<file path="src/include/rp_defines.svh">
////////////////////
// Register offsets on the APB port
// Address field widths and drive geometry
// Sector time in clock cycles
////////////////////

`ifndef RP_DEFINES_SVH
`define RP_DEFINES_SVH

// APB byte offsets
`define RP_ADDR_CS 5'h00
`define RP_ADDR_DA 5'h04
`define RP_ADDR_DC 5'h08
`define RP_ADDR_SC 5'h0C
`define RP_ADDR_ST 5'h10

// Bus address width
`define RP_APB_AW 5

// Disk address field widths
`define RP_SECT_W 6
`define RP_TRK_W  6
`define RP_CYL_W  10

// Last valid sector, track and cylinder
`define RP_LAST_SECT 21
`define RP_LAST_TRK  18
`define RP_LAST_CYL  814

// Clocks spent over one sector
`define RP_SECT_CYCLES 4

`endif

</file>
<file path="src/design/rpCtrlPkg.sv">
////////////////////
// Drive command codes
// Controller state encoding
////////////////////

package rpCtrlPkg;

   // Function codes from CS bits 3:1
   // Codes 4 to 7 fall through as no-op
   typedef enum logic [2:0] {
      cmdNop    = 3'd0,
      cmdPreset = 3'd1,
      cmdDrvClr = 3'd2,
      cmdRead   = 3'd3
   } rpCmd;

   // Transfer sequencer
   typedef enum logic [1:0] {
      stIdle,
      stSector,
      stStep
   } ctrlState;

endpackage

</file>
<file path="src/design/rpRegPkg.sv">
////////////////////
// Register word and disk address field types
// Bus address and transfer length types
////////////////////

`include "rp_defines.svh"

package rpRegPkg;

   // One 16-bit drive register
   typedef logic [15:0] regWord;

   // Disk address fields
   typedef logic [`RP_SECT_W-1:0] sectAddr;
   typedef logic [`RP_TRK_W-1:0]  trkAddr;
   typedef logic [`RP_CYL_W-1:0]  cylAddr;

   // APB byte address
   typedef logic [`RP_APB_AW-1:0] apbAddr;

   // Sectors left in a transfer
   typedef logic [7:0] sectCount;

endpackage

</file>
<file path="src/design/rpCmdCtrl.sv">
////////////////////
// APB register decode and read mux
// Sector count, last command, error flag
// Read transfer state machine
////////////////////

`timescale 1ns/1ps

`include "rp_defines.svh"

module rpCmdCtrl
   import rpRegPkg::*;
   import rpCtrlPkg::*;
(
   input  logic   clk,
   input  logic   rstN,
   input  logic   psel,
   input  logic   penable,
   input  logic   pwrite,
   input  apbAddr paddr,
   input  regWord pwdata,
   input  regWord daValue,
   input  regWord dcValue,
   input  logic   addrOvf,
   output regWord prdata,
   output logic   pslverr,
   output logic   wrDa,
   output logic   wrDc,
   output regWord wrData,
   output logic   preset,
   output logic   incSect
);

   localparam int CycW = (`RP_SECT_CYCLES > 1) ? $clog2(`RP_SECT_CYCLES) : 1;
   localparam logic [CycW-1:0] LastCyc = CycW'(`RP_SECT_CYCLES - 1);

   ctrlState        state;
   logic [CycW-1:0] cyc;
   sectCount        count;
   rpCmd            lastCmd;
   logic            errFlag;

   logic   access;
   logic   wrAcc;
   logic   ready;
   logic   addrOk;
   regWord rdMux;
   logic   go;
   rpCmd   wrCmd;
   logic   csTake;
   logic   drvClr;
   logic   startRd;

   ////////////////////
   // Bus decode
   ////////////////////

   assign access = psel && penable;
   assign wrAcc  = access && pwrite;
   assign ready  = (state == stIdle);

   // Register select and read data
   always_comb
   begin
      addrOk = 1'b1;
      rdMux  = '0;
      case (paddr)
         `RP_ADDR_CS: rdMux = {12'd0, lastCmd, 1'b0};
         `RP_ADDR_DA: rdMux = daValue;
         `RP_ADDR_DC: rdMux = dcValue;
         `RP_ADDR_SC: rdMux = {8'd0, count};
         `RP_ADDR_ST: rdMux = {1'b0, errFlag, 6'd0, ready, 7'd0};
         default:     addrOk = 1'b0;
      endcase
   end

   // Zero outside the access phase
   assign prdata  = (access && addrOk) ? rdMux : '0;
   assign pslverr = access && !addrOk;

   // Address writes only while idle
   assign wrData = pwdata;
   assign wrDa   = wrAcc && ready && (paddr == `RP_ADDR_DA);
   assign wrDc   = wrAcc && ready && (paddr == `RP_ADDR_DC);

   // CS writes need an idle drive except drive clear
   assign go      = pwdata[0];
   assign wrCmd   = rpCmd'(pwdata[3:1]);
   assign csTake  = wrAcc && (paddr == `RP_ADDR_CS)
                    && (ready || (go && (wrCmd == cmdDrvClr)));
   assign preset  = csTake && go && (wrCmd == cmdPreset);
   assign drvClr  = csTake && go && (wrCmd == cmdDrvClr);
   assign startRd = csTake && go && (wrCmd == cmdRead)
                    && (count != '0) && !errFlag;

   assign incSect = (state == stStep);

   ////////////////////
   // Transfer sequencer
   ////////////////////

   always_ff @(posedge clk)
   begin
      if (!rstN)
      begin
         state   <= stIdle;
         cyc     <= '0;
         count   <= '0;
         lastCmd <= cmdNop;
         errFlag <= 1'b0;
      end
      else
      begin
         if (csTake)
            lastCmd <= wrCmd;
         if (wrAcc && ready && (paddr == `RP_ADDR_SC))
            count <= pwdata[7:0];
         if (drvClr)
            errFlag <= 1'b0;

         case (state)
            stIdle:
            begin
               if (startRd)
               begin
                  cyc   <= '0;
                  state <= stSector;
               end
            end
            stSector:
            begin
               // Wait out one sector time
               cyc <= cyc + 1'b1;
               if (cyc == LastCyc)
                  state <= stStep;
            end
            stStep:
            begin
               cyc <= '0;
               if (addrOvf)
               begin
                  // Abort with the unfinished sectors left in count
                  errFlag <= 1'b1;
                  state   <= stIdle;
               end
               else
               begin
                  count <= count - 1'b1;
                  state <= (count == 8'd1) ? stIdle : stSector;
               end
            end
            default:
               state <= stIdle;
         endcase
      end
   end

   // A step always has a sector left and no pending error
   assert property (@(posedge clk) disable iff (!rstN)
      incSect |-> (count != '0) && !errFlag)
      else $error("Sector step with no sector left or with the error set");

endmodule

</file>
<file path="src/design/rpCylAddr.sv">
////////////////////
// Desired cylinder register
// Host load, carry increment, overflow flag
////////////////////

`timescale 1ns/1ps

`include "rp_defines.svh"

module rpCylAddr
   import rpRegPkg::*;
#(
   parameter cylAddr lastCyl = `RP_LAST_CYL
)
(
   input  logic   clk,
   input  logic   rstN,
   input  logic   preset,
   input  logic   wrDc,
   input  regWord wrData,
   input  logic   incSect,
   input  logic   cylCarry,
   output regWord dcValue,
   output logic   addrOvf
);

   cylAddr cyl;

   // Step that carries out of the track field
   logic cylStep;
   logic cylWrap;

   assign cylStep = incSect && cylCarry;
   assign cylWrap = (cyl == lastCyl);

   // Cylinder register
   always_ff @(posedge clk)
   begin
      if (!rstN || preset)
         cyl <= '0;
      else if (wrDc)
         cyl <= wrData[`RP_CYL_W-1:0];
      else if (cylStep)
         cyl <= cylWrap ? '0 : cyl + 1'b1;
   end

   // Stepping off the last cylinder
   assign addrOvf = cylStep && cylWrap;

   assign dcValue = {6'd0, cyl};

   // Carry from an in-range cylinder stays in range
   assert property (@(posedge clk) disable iff (!rstN)
      cylStep && (cyl <= lastCyl) |=> (cyl <= lastCyl))
      else $error("Cylinder stepped past the last cylinder");

endmodule

</file>
<file path="src/design/rpDiskAddr.sv">
////////////////////
// Sector and track address register
// Host load, sector step with track wrap
// Carry towards the cylinder register
////////////////////

`timescale 1ns/1ps

`include "rp_defines.svh"

module rpDiskAddr
   import rpRegPkg::*;
#(
   parameter sectAddr lastSect = `RP_LAST_SECT,
   parameter trkAddr  lastTrk  = `RP_LAST_TRK
)
(
   input  logic   clk,
   input  logic   rstN,
   input  logic   preset,
   input  logic   wrDa,
   input  regWord wrData,
   input  logic   incSect,
   output regWord daValue,
   output logic   cylCarry
);

   // Current sector and track
   sectAddr sect;
   trkAddr  trk;

   // Fields sitting at their last value
   logic sectWrap;
   logic trkWrap;

   assign sectWrap = (sect == lastSect);
   assign trkWrap  = (trk == lastTrk);

   ////////////////////
   // Address update
   ////////////////////

   // Preset beats a write and a write beats a step
   always_ff @(posedge clk)
   begin
      if (!rstN || preset)
      begin
         sect <= '0;
         trk  <= '0;
      end
      else if (wrDa)
      begin
         // Sector in bits 5:0, track in bits 13:8
         sect <= wrData[`RP_SECT_W-1:0];
         trk  <= wrData[8 +: `RP_TRK_W];
      end
      else if (incSect)
      begin
         sect <= sectWrap ? '0 : sect + 1'b1;
         // Track moves only when the sector rolls over
         if (sectWrap)
         begin
            trk <= trkWrap ? '0 : trk + 1'b1;
         end
      end
   end

   // Next step would roll both fields
   assign cylCarry = sectWrap && trkWrap;

   // Unused bits read as zero
   assign daValue = {2'b00, trk, 2'b00, sect};

   ////////////////////
   // Checks
   ////////////////////

   // A step from an in-range address stays in range
   assert property (@(posedge clk) disable iff (!rstN)
      incSect && (sect <= lastSect) && (trk <= lastTrk)
      |=> (sect <= lastSect) && (trk <= lastTrk))
      else $error("Disk address stepped past the geometry");

endmodule

</file>
<file path="src/design/rpDrive.sv">
////////////////////
// Drive top level
// APB controller with sector, track and cylinder registers
////////////////////

`timescale 1ns/1ps

`include "rp_defines.svh"

module rpDrive
   import rpRegPkg::*;
(
   input  logic   clk,
   input  logic   rstN,
   input  logic   psel,
   input  logic   penable,
   input  logic   pwrite,
   input  apbAddr paddr,
   input  regWord pwdata,
   output regWord prdata,
   output logic   pslverr
);

   // Controller strobes
   logic   wrDa;
   logic   wrDc;
   regWord wrData;
   logic   preset;
   logic   incSect;

   // Address state back to the controller
   regWord daValue;
   regWord dcValue;
   logic   cylCarry;
   logic   addrOvf;

   rpCmdCtrl ctrl (
      .clk     (clk),
      .rstN    (rstN),
      .psel    (psel),
      .penable (penable),
      .pwrite  (pwrite),
      .paddr   (paddr),
      .pwdata  (pwdata),
      .daValue (daValue),
      .dcValue (dcValue),
      .addrOvf (addrOvf),
      .prdata  (prdata),
      .pslverr (pslverr),
      .wrDa    (wrDa),
      .wrDc    (wrDc),
      .wrData  (wrData),
      .preset  (preset),
      .incSect (incSect)
   );

   // Sector and track
   rpDiskAddr #(
      .lastSect (sectAddr'(`RP_LAST_SECT)),
      .lastTrk  (trkAddr'(`RP_LAST_TRK))
   ) diskAddr (
      .clk      (clk),
      .rstN     (rstN),
      .preset   (preset),
      .wrDa     (wrDa),
      .wrData   (wrData),
      .incSect  (incSect),
      .daValue  (daValue),
      .cylCarry (cylCarry)
   );

   // Cylinder fed by the carry out of the track
   rpCylAddr #(
      .lastCyl (cylAddr'(`RP_LAST_CYL))
   ) cylAddrReg (
      .clk      (clk),
      .rstN     (rstN),
      .preset   (preset),
      .wrDc     (wrDc),
      .wrData   (wrData),
      .incSect  (incSect),
      .cylCarry (cylCarry),
      .dcValue  (dcValue),
      .addrOvf  (addrOvf)
   );

endmodule

</file>
<file path="config.mk">
export PLATFORM = sky130hd
export DESIGN_NAME = rpDrive
export DESIGN_NICKNAME = d
export VERILOG_FILES = /design/src/design/rpCtrlPkg.sv /design/src/design/rpRegPkg.sv /design/src/design/rpCmdCtrl.sv /design/src/design/rpCylAddr.sv /design/src/design/rpDiskAddr.sv /design/src/design/rpDrive.sv
export VERILOG_INCLUDE_DIRS = /design/src /design/src/include
export SDC_FILE = /design/constraint.sdc
export NUM_CORES = 1
export LEC_CHECK = 0
export BUFFER_PORTS_ARGS = -buffer_cell sky130_fd_sc_hd__buf_2
export CORE_ASPECT_RATIO = 0.5
export CORE_MARGIN = 5
export CORE_UTILIZATION = 57
export DETAILED_ROUTE_END_ITERATION = 10
export PLACE_DENSITY = 0.85
export SYNTH_ARGS = -nofsm -noshare
export SYNTH_HDL_FRONTEND = slang
export SYNTH_SLANG_ARGS = --single-unit
</file>
<file path="constraint.sdc">
create_clock -name clk -period 2.4 [get_ports clk]
set_clock_uncertainty 0.15 [all_clocks]
set_input_delay 0.24 -clock clk [delete_from_list [all_inputs] [get_ports clk]]
set_output_delay 0.24 -clock clk [all_outputs]
set_load 0.05 [all_outputs]
</file>
## Word level (Yosys, flattened, before mapping)

Cells that the tools add are included.

- $add $sub $neg: 5
- $mul: 0
- Div/mod/pow operators: 0
- Order comparisons: 0
- Equal/unequal tests: 16
- Shifts and indexed selects: 0
- Mux-type cells: 26
- Bitwise logic cells: 0
- Reductions and logical operators: 36

Operators by type and width:

| cell | count |
|---|---|
| $pmux W15 S5 | 1 |
| $mux W6 | 7 |
| $mux W10 | 3 |
| $mux W8 | 3 |
| $logic_and A1 B1 Y1 | 20 |
| $mux W15 | 1 |
| $add A6 B1 Y6 const B | 2 |
| $eq A6 B5 Y1 const B | 2 |
| $pmux W2 S3 | 2 |
| $add A10 B1 Y10 const B | 1 |
| $eq A10 B10 Y1 const B | 1 |
| $eq A5 B4 Y1 const B | 2 |
| $eq A8 B1 Y1 const B | 1 |
| $mux W2 | 4 |
| $reduce_bool A8 Y1 | 1 |
| $sub A8 B1 Y8 const B | 1 |
| $eq A3 B2 Y1 const B | 2 |
| $reduce_and A2 Y1 | 3 |
| $reduce_bool A2 Y1 | 3 |
| $eq A5 B3 Y1 const B | 1 |
| $eq A5 B5 Y1 const B | 1 |
| $logic_not A5 Y1 | 1 |
| $mux W1 | 5 |
| $reduce_or A5 Y1 | 1 |
| other kinds (10) | 14 |

- Register bits: 38
- Latch bits: 0
- RAM bits: 0
- Memory bits (read-only): 0
- Input port bits: 26
- Output and inout port bits: 17
- Logic and storage cells: 91
- Memories kept: 0

## Longest topological paths before layout

- Depth after elaboration: 10
- Depth in mapped cells: 8
- Depth with buffers taken out: 7

## Cells and area by module

Synthesis repeated with hierarchy kept, for this count alone.

- Cells, all modules: 373
- Area, all modules: 3006.6 µm²

Modules (own cells, without submodules):

| module | times used | cells each | area each (µm²) | sequential area each (µm²) |
|---|---|---|---|---|
| rpCmdCtrl | 1 | 186 | 1522.7 | 320.3 |
| rpDiskAddr | 1 | 101 | 824.5 | 240.2 |
| rpCylAddr | 1 | 86 | 659.4 | 200.2 |

## Worst setup path before layout

Ideal clock, no wire load.

- Kind: input-to-output
- From: input port paddr[0]
- To: output port prdata[6]
- Data arrival time: 2.221 ns
- Data required time: 2.010 ns
- Path slack: -0.211 ns
- Stages on the path: 5
- Path buffers: 2
- Cells stage by stage: nand4bb_1 clkbuf_1 or2_2 clkbuf_1 nor3b_1

- Cells in the longest elaborated chain, start to end: 5
- Elaborated cells on any way between the ends: 10
- Classes of those cells: eq/ne: 4; mux: 3; reduce/logical: 3

Ends and longest elaborated chain:

| item | RTL line | text |
|---|---|---|
| start: declaration | rpDrive.sv:18 | `input apbAddr paddr,` |
| $eq A5 B5 Y1, or another cell as far along | rpCmdCtrl.sv:67 | `case (paddr)` |
| $reduce_or A5 Y1 (no source line) | - |  |
| $mux W1 | rpCmdCtrl.sv:67 |  |
| $logic_and A1 B1 Y1 | rpCmdCtrl.sv:78 | `assign prdata = (access && addrOk) ? rdMux : '0;` |
| $mux W15 * | rpCmdCtrl.sv:78 |  |
| end: declaration | rpDrive.sv:20 | `output regWord prdata,` |

Mark *: on every way between the ends. The rest lies on a longest branch, timed or not.

## Worst setup path in the final report

- From: register ctrl.state[1]
- To: register ctrl.count[3]

- Cells in the longest elaborated chain, start to end: 6
- Elaborated cells on any way between the ends: 9
- Classes of those cells: eq/ne: 1; mux: 3; reduce/logical: 5

Ends and longest elaborated chain:

| item | RTL line | text |
|---|---|---|
| start: declaration | rpCmdCtrl.sv:37 | `ctrlState state;` |
| start signal: assignment | rpCmdCtrl.sv:106 | `state <= stIdle;` |
| start signal: assignment | rpCmdCtrl.sv:127 | `state <= stSector;` |
| start signal: assignment | rpCmdCtrl.sv:135 | `state <= stStep;` |
| $logic_not A2 Y1 | rpCmdCtrl.sv:60 | `assign ready = (state == stIdle);` |
| $logic_and A1 B1 Y1 (2 in a row) | rpCmdCtrl.sv:116 | `` if (wrAcc && ready && (paddr == `RP_ADDR_SC)) `` |
| $mux W8 | rpCmdCtrl.sv:116 |  |
| $mux W8 | rpCmdCtrl.sv:140 | `if (addrOvf)` |
| $mux W8 * | rpCmdCtrl.sv:121 | `case (state)` |
| end signal: assignment | rpCmdCtrl.sv:117 | `count <= pwdata[7:0];` |
| end signal: assignment | rpCmdCtrl.sv:148 | `count <= count - 1'b1;` |
| end: declaration | rpCmdCtrl.sv:39 | `sectCount count;` |

Marks and branches as above.
A chain may end at the register's enable or synchronous reset.

==> results.yml <==
placement:
  gp_congestion: 0.949
  dp_hpwl_um: 6160
  port_buffers: 39
  dp.cells: 443
setup_path:
  crit_chain: "or4b_1 > or3_1 > buf_4 > a311oi_1 > a21oi_1"
  crit_type: "reg -> reg"
  crit_path_start_kind: "flop"
  r2r_slack_ps: 160
  critPathSlowestCell: "or4b_1"
  arrival_ps: 2270
  critPathTopFamily: "simple AND/OR/NAND/NOR gates"
  reg2reg_depth: 5
  slowest_delay_ps: 620
  path_max_fanout: 8
  cp.required_ps: 2430
  crit_buf_inv: 1
  worstReg2RegStart: "ctrl.state[1]$_SDFFE_PN0P_"
  endpoint_kind: "flop"
  worst_r2r_endpoint: "ctrl.count[3]$_SDFF_PN0_"
synthesis:
  synth-edff-count: 0
  async_flop_share: 0
  avgSynthCellArea_sq_um: 8.11
  yosysWarnings: 0
  yosys_most_used_dff: "dfxtp_1"
  yosysSeqAreaShare: 0.281
  syn_nets: 369
  ys_types: 67
  netlist_instances: 334
  syn_area_sq_mm: 0.00271
  ys_ff_latch: 38
cts:
  post-cts-setup-buffer-count: 0
  ctsHoldBuffers: 0
  cts_buffers: 5
  clock_sink_count: 38
  insertion_delay_ps: 300
  clockBufferDepth: 2
  root_buffer: "clkbuf_8"
  clk_pin_slew_ps: 80
  htreeDepth: 2
  cts_tree: "done"
timing:
  timing_worst_slew_pin_value_ps: 603
  hold_violations: 0
  tns_ps: 0
  slew_viol_final: 0
  maxSlewHeadroom: 0.594
  fin_crit_ps: 2240
  setup_viol: 0
  rsz0062_at_grt: "false"
  fin_crit_sh: 0.934
  fmaxAchievable_ghz: 0.446
job:
  maxCapViolCount: 0
global_routing:
  grt_pass1_wl_um: 13900
  grt_pass1_vias: 2851
  antenna_found_initial: 0
  grt_max_degree: 16
  grt_use_total: 0.279
  grt_overflow: 0
hold_path:
  hold_class: "in -> reg"
  worstHoldStart: "pwdata[12]"
  hold_depth: 3
  hold_end: "diskAddr.trk[4]$_SDFFE_PP0P_"
routing:
  firstDrtPassIters: 6
  ant_nets: 0
  first_iter_violations: 324
  viasPerCell: 6.54
  avgRoutedWirePerCell_um: 18.5
  routed_wl_um: 8330
  vias: 2951
  drc: 0
power_and_ir_drop:
  leakagePower_uw: 0.00120
  p_total_uw: 1220
  power_density_mw_per_mm2: 383
  ir_drop_mv: 0.223
die:
  io_pins: 43
  core-area_sq_mm: 0.00449
  placementRows: 17
  die_h_um: 58.7
  dieWidth_um: 107
  die-area_sq_mm: 0.00631
  start_util: 0.603
layout:
  layout_commonest_cell: "buf_2"
  fillers: 354
  drive_above_1_share: 0.236
  area_delta_synth_final_pct: 17.8
  finalNonFillerCells: 451
  multi_input_area_sq_mm: 0.00183
  final_nets: 419
  mostFrequentLayoutCells: "buf_2 (39), dfxtp_1 (38), nor2_1 (37)"
  n_antenna_cell: 0
  regArea_sq_um: 761
status:
  outcome: "finished, final reports clean"
per-layer routing:
layer	part of all wire	vias up	track usage
li1	-	1360	-
met1	0.42	1370	0.363
met2	0.45	188	0.452
met3	0.11	33	0.0624
met4	0.025	0	0.122
met5	0	-	0
synth_stat cells (3+ instances only):
library cell	number	area [sq um]
xnor2_1	5	43.8
or3_1	3	18.8
nand3b_1	4	30.0
nor2b_1	7	43.8
mux2_2	3	33.8
nor2_1	37	139
a211oi_1	4	30.0
a311oi_1	3	26.3
inv_1	11	41.3
clkbuf_1	14	52.6
nand2_1	24	90.1
a21oi_1	14	70.1
a221oi_1	4	35.0
and3_1	4	25.0
o21ai_0	18	90.1
a22oi_1	8	60.1
nand4bb_1	3	33.8
or2_2	4	25.0
nand2b_1	3	18.8
or4_1	4	30.0
dfxtp_1	38	761
a31oi_1	15	93.8
nand4_1	4	25.0
mux2i_1	6	60.1
nand3_1	13	65.1
nand4b_1	3	26.3
and2_1	6	37.5
nor4_1	3	18.8
nor3_1	11	55.1
ha_1	9	113
o31a_1	4	35.0
worst max path at each step:
stage | startpoint | to | slack, ps | cells after the start
after floorplan | paddr[0] | prdata[1] | 210 | 5
after global placement | cylAddrReg.cyl[5]$_SDFFE_PP0P_ | ctrl.count[1]$_SDFF_PN0_ | 180 | 6
after detailed placement | cylAddrReg.cyl[1]$_SDFFE_PP0P_ | ctrl.count[1]$_SDFF_PN0_ | 130 | 7
after CTS | cylAddrReg.cyl[1]$_SDFFE_PP0P_ | ctrl.count[1]$_SDFF_PN0_ | 100 | 7
after global routing | cylAddrReg.cyl[1]$_SDFFE_PP0P_ | ctrl.count[3]$_SDFF_PN0_ | 20 | 7
final | ctrl.state[1]$_SDFFE_PN0P_ | ctrl.count[3]$_SDFF_PN0_ | 160 | 5
flip-flops by register name (all words and copies together) (netlist names):
| register | flops |
|---|---|
| ctrl.cyc | 2 |
| diskAddr.trk | 6 |
| diskAddr.sect | 6 |
| ctrl.errFlag | 1 |
| ctrl.state | 2 |
| cylAddrReg.cyl | 10 |
| ctrl.count | 8 |
| ctrl.lastCmd | 3 |
final cells by class:
cell class / instances / area share
Sequential cell: 38 / 0.239
Tap cell: 66 / 0.0259
Timing Repair Buffer: 63 / 0.122
Multi-Input combinational cell: 265 / 0.572
Clock buffer: 7 / 0.0271
Clock inverter: 1 / 0.00157
Inverter: 11 / 0.0129
worst reg2reg max path, cell delays in order, from the launching register on:
cell and delay, ps:
dfxtp_1 350, or4b_1 620, or3_1 390, buf_4 190
a311oi_1 290, a21oi_1 130
repair_timing:
| action | CTS | global route |
|---|---|---|
| endpoints found under the hold margin | 0 | 0 |
| endpoints found under the setup margin | 0 | 4 |
| resized for setup | 0 | 2 |
cell families (layout without fill, tap and decap cells):
logic type / count (synthesis) / after routing / share of synthesized area
multiplexers: 12 / 12 / 0.0624
XOR/XNOR: 6 / 6 / 0.0194
other: 1 / 1 / 0.00138
buffers and inverters: 31 / 82 / 0.0522
AO/OA/AOI/OAI: 89 / 89 / 0.229
flip-flops: 38 / 38 / 0.281
adder cells (fa/ha/maj): 9 / 9 / 0.0416
AND/OR/NAND/NOR: 148 / 148 / 0.313
where the power goes:
group | total, uW | leakage, uW | internal, uW | switching, uW
registers | 634 | 0.000306 | 631 | 2.45
clock network | 480 | 0.0000482 | 232 | 248
logic | 106 | 0.000846 | 37.7 | 68.8
total | 1220 | 0.00120 | 901 | 319
metrics by stage:
step | util | setup WS [ps] | instance area (sq um) | hold slack (ps)
floorplan | - | 214 | 2720 | 231
global placement | 0.689 | 182 | 3090 | 331
global route | 0.711 | 22.7 | 3190 | 38.1
finish | 0.711 | 157 | 3190 | 32.3
detailed placement | 0.689 | 129 | 3090 | 345
CTS | 0.710 | 103 | 3190 | 31.9
No activity file was read; power rests on OpenSTA's default activity.
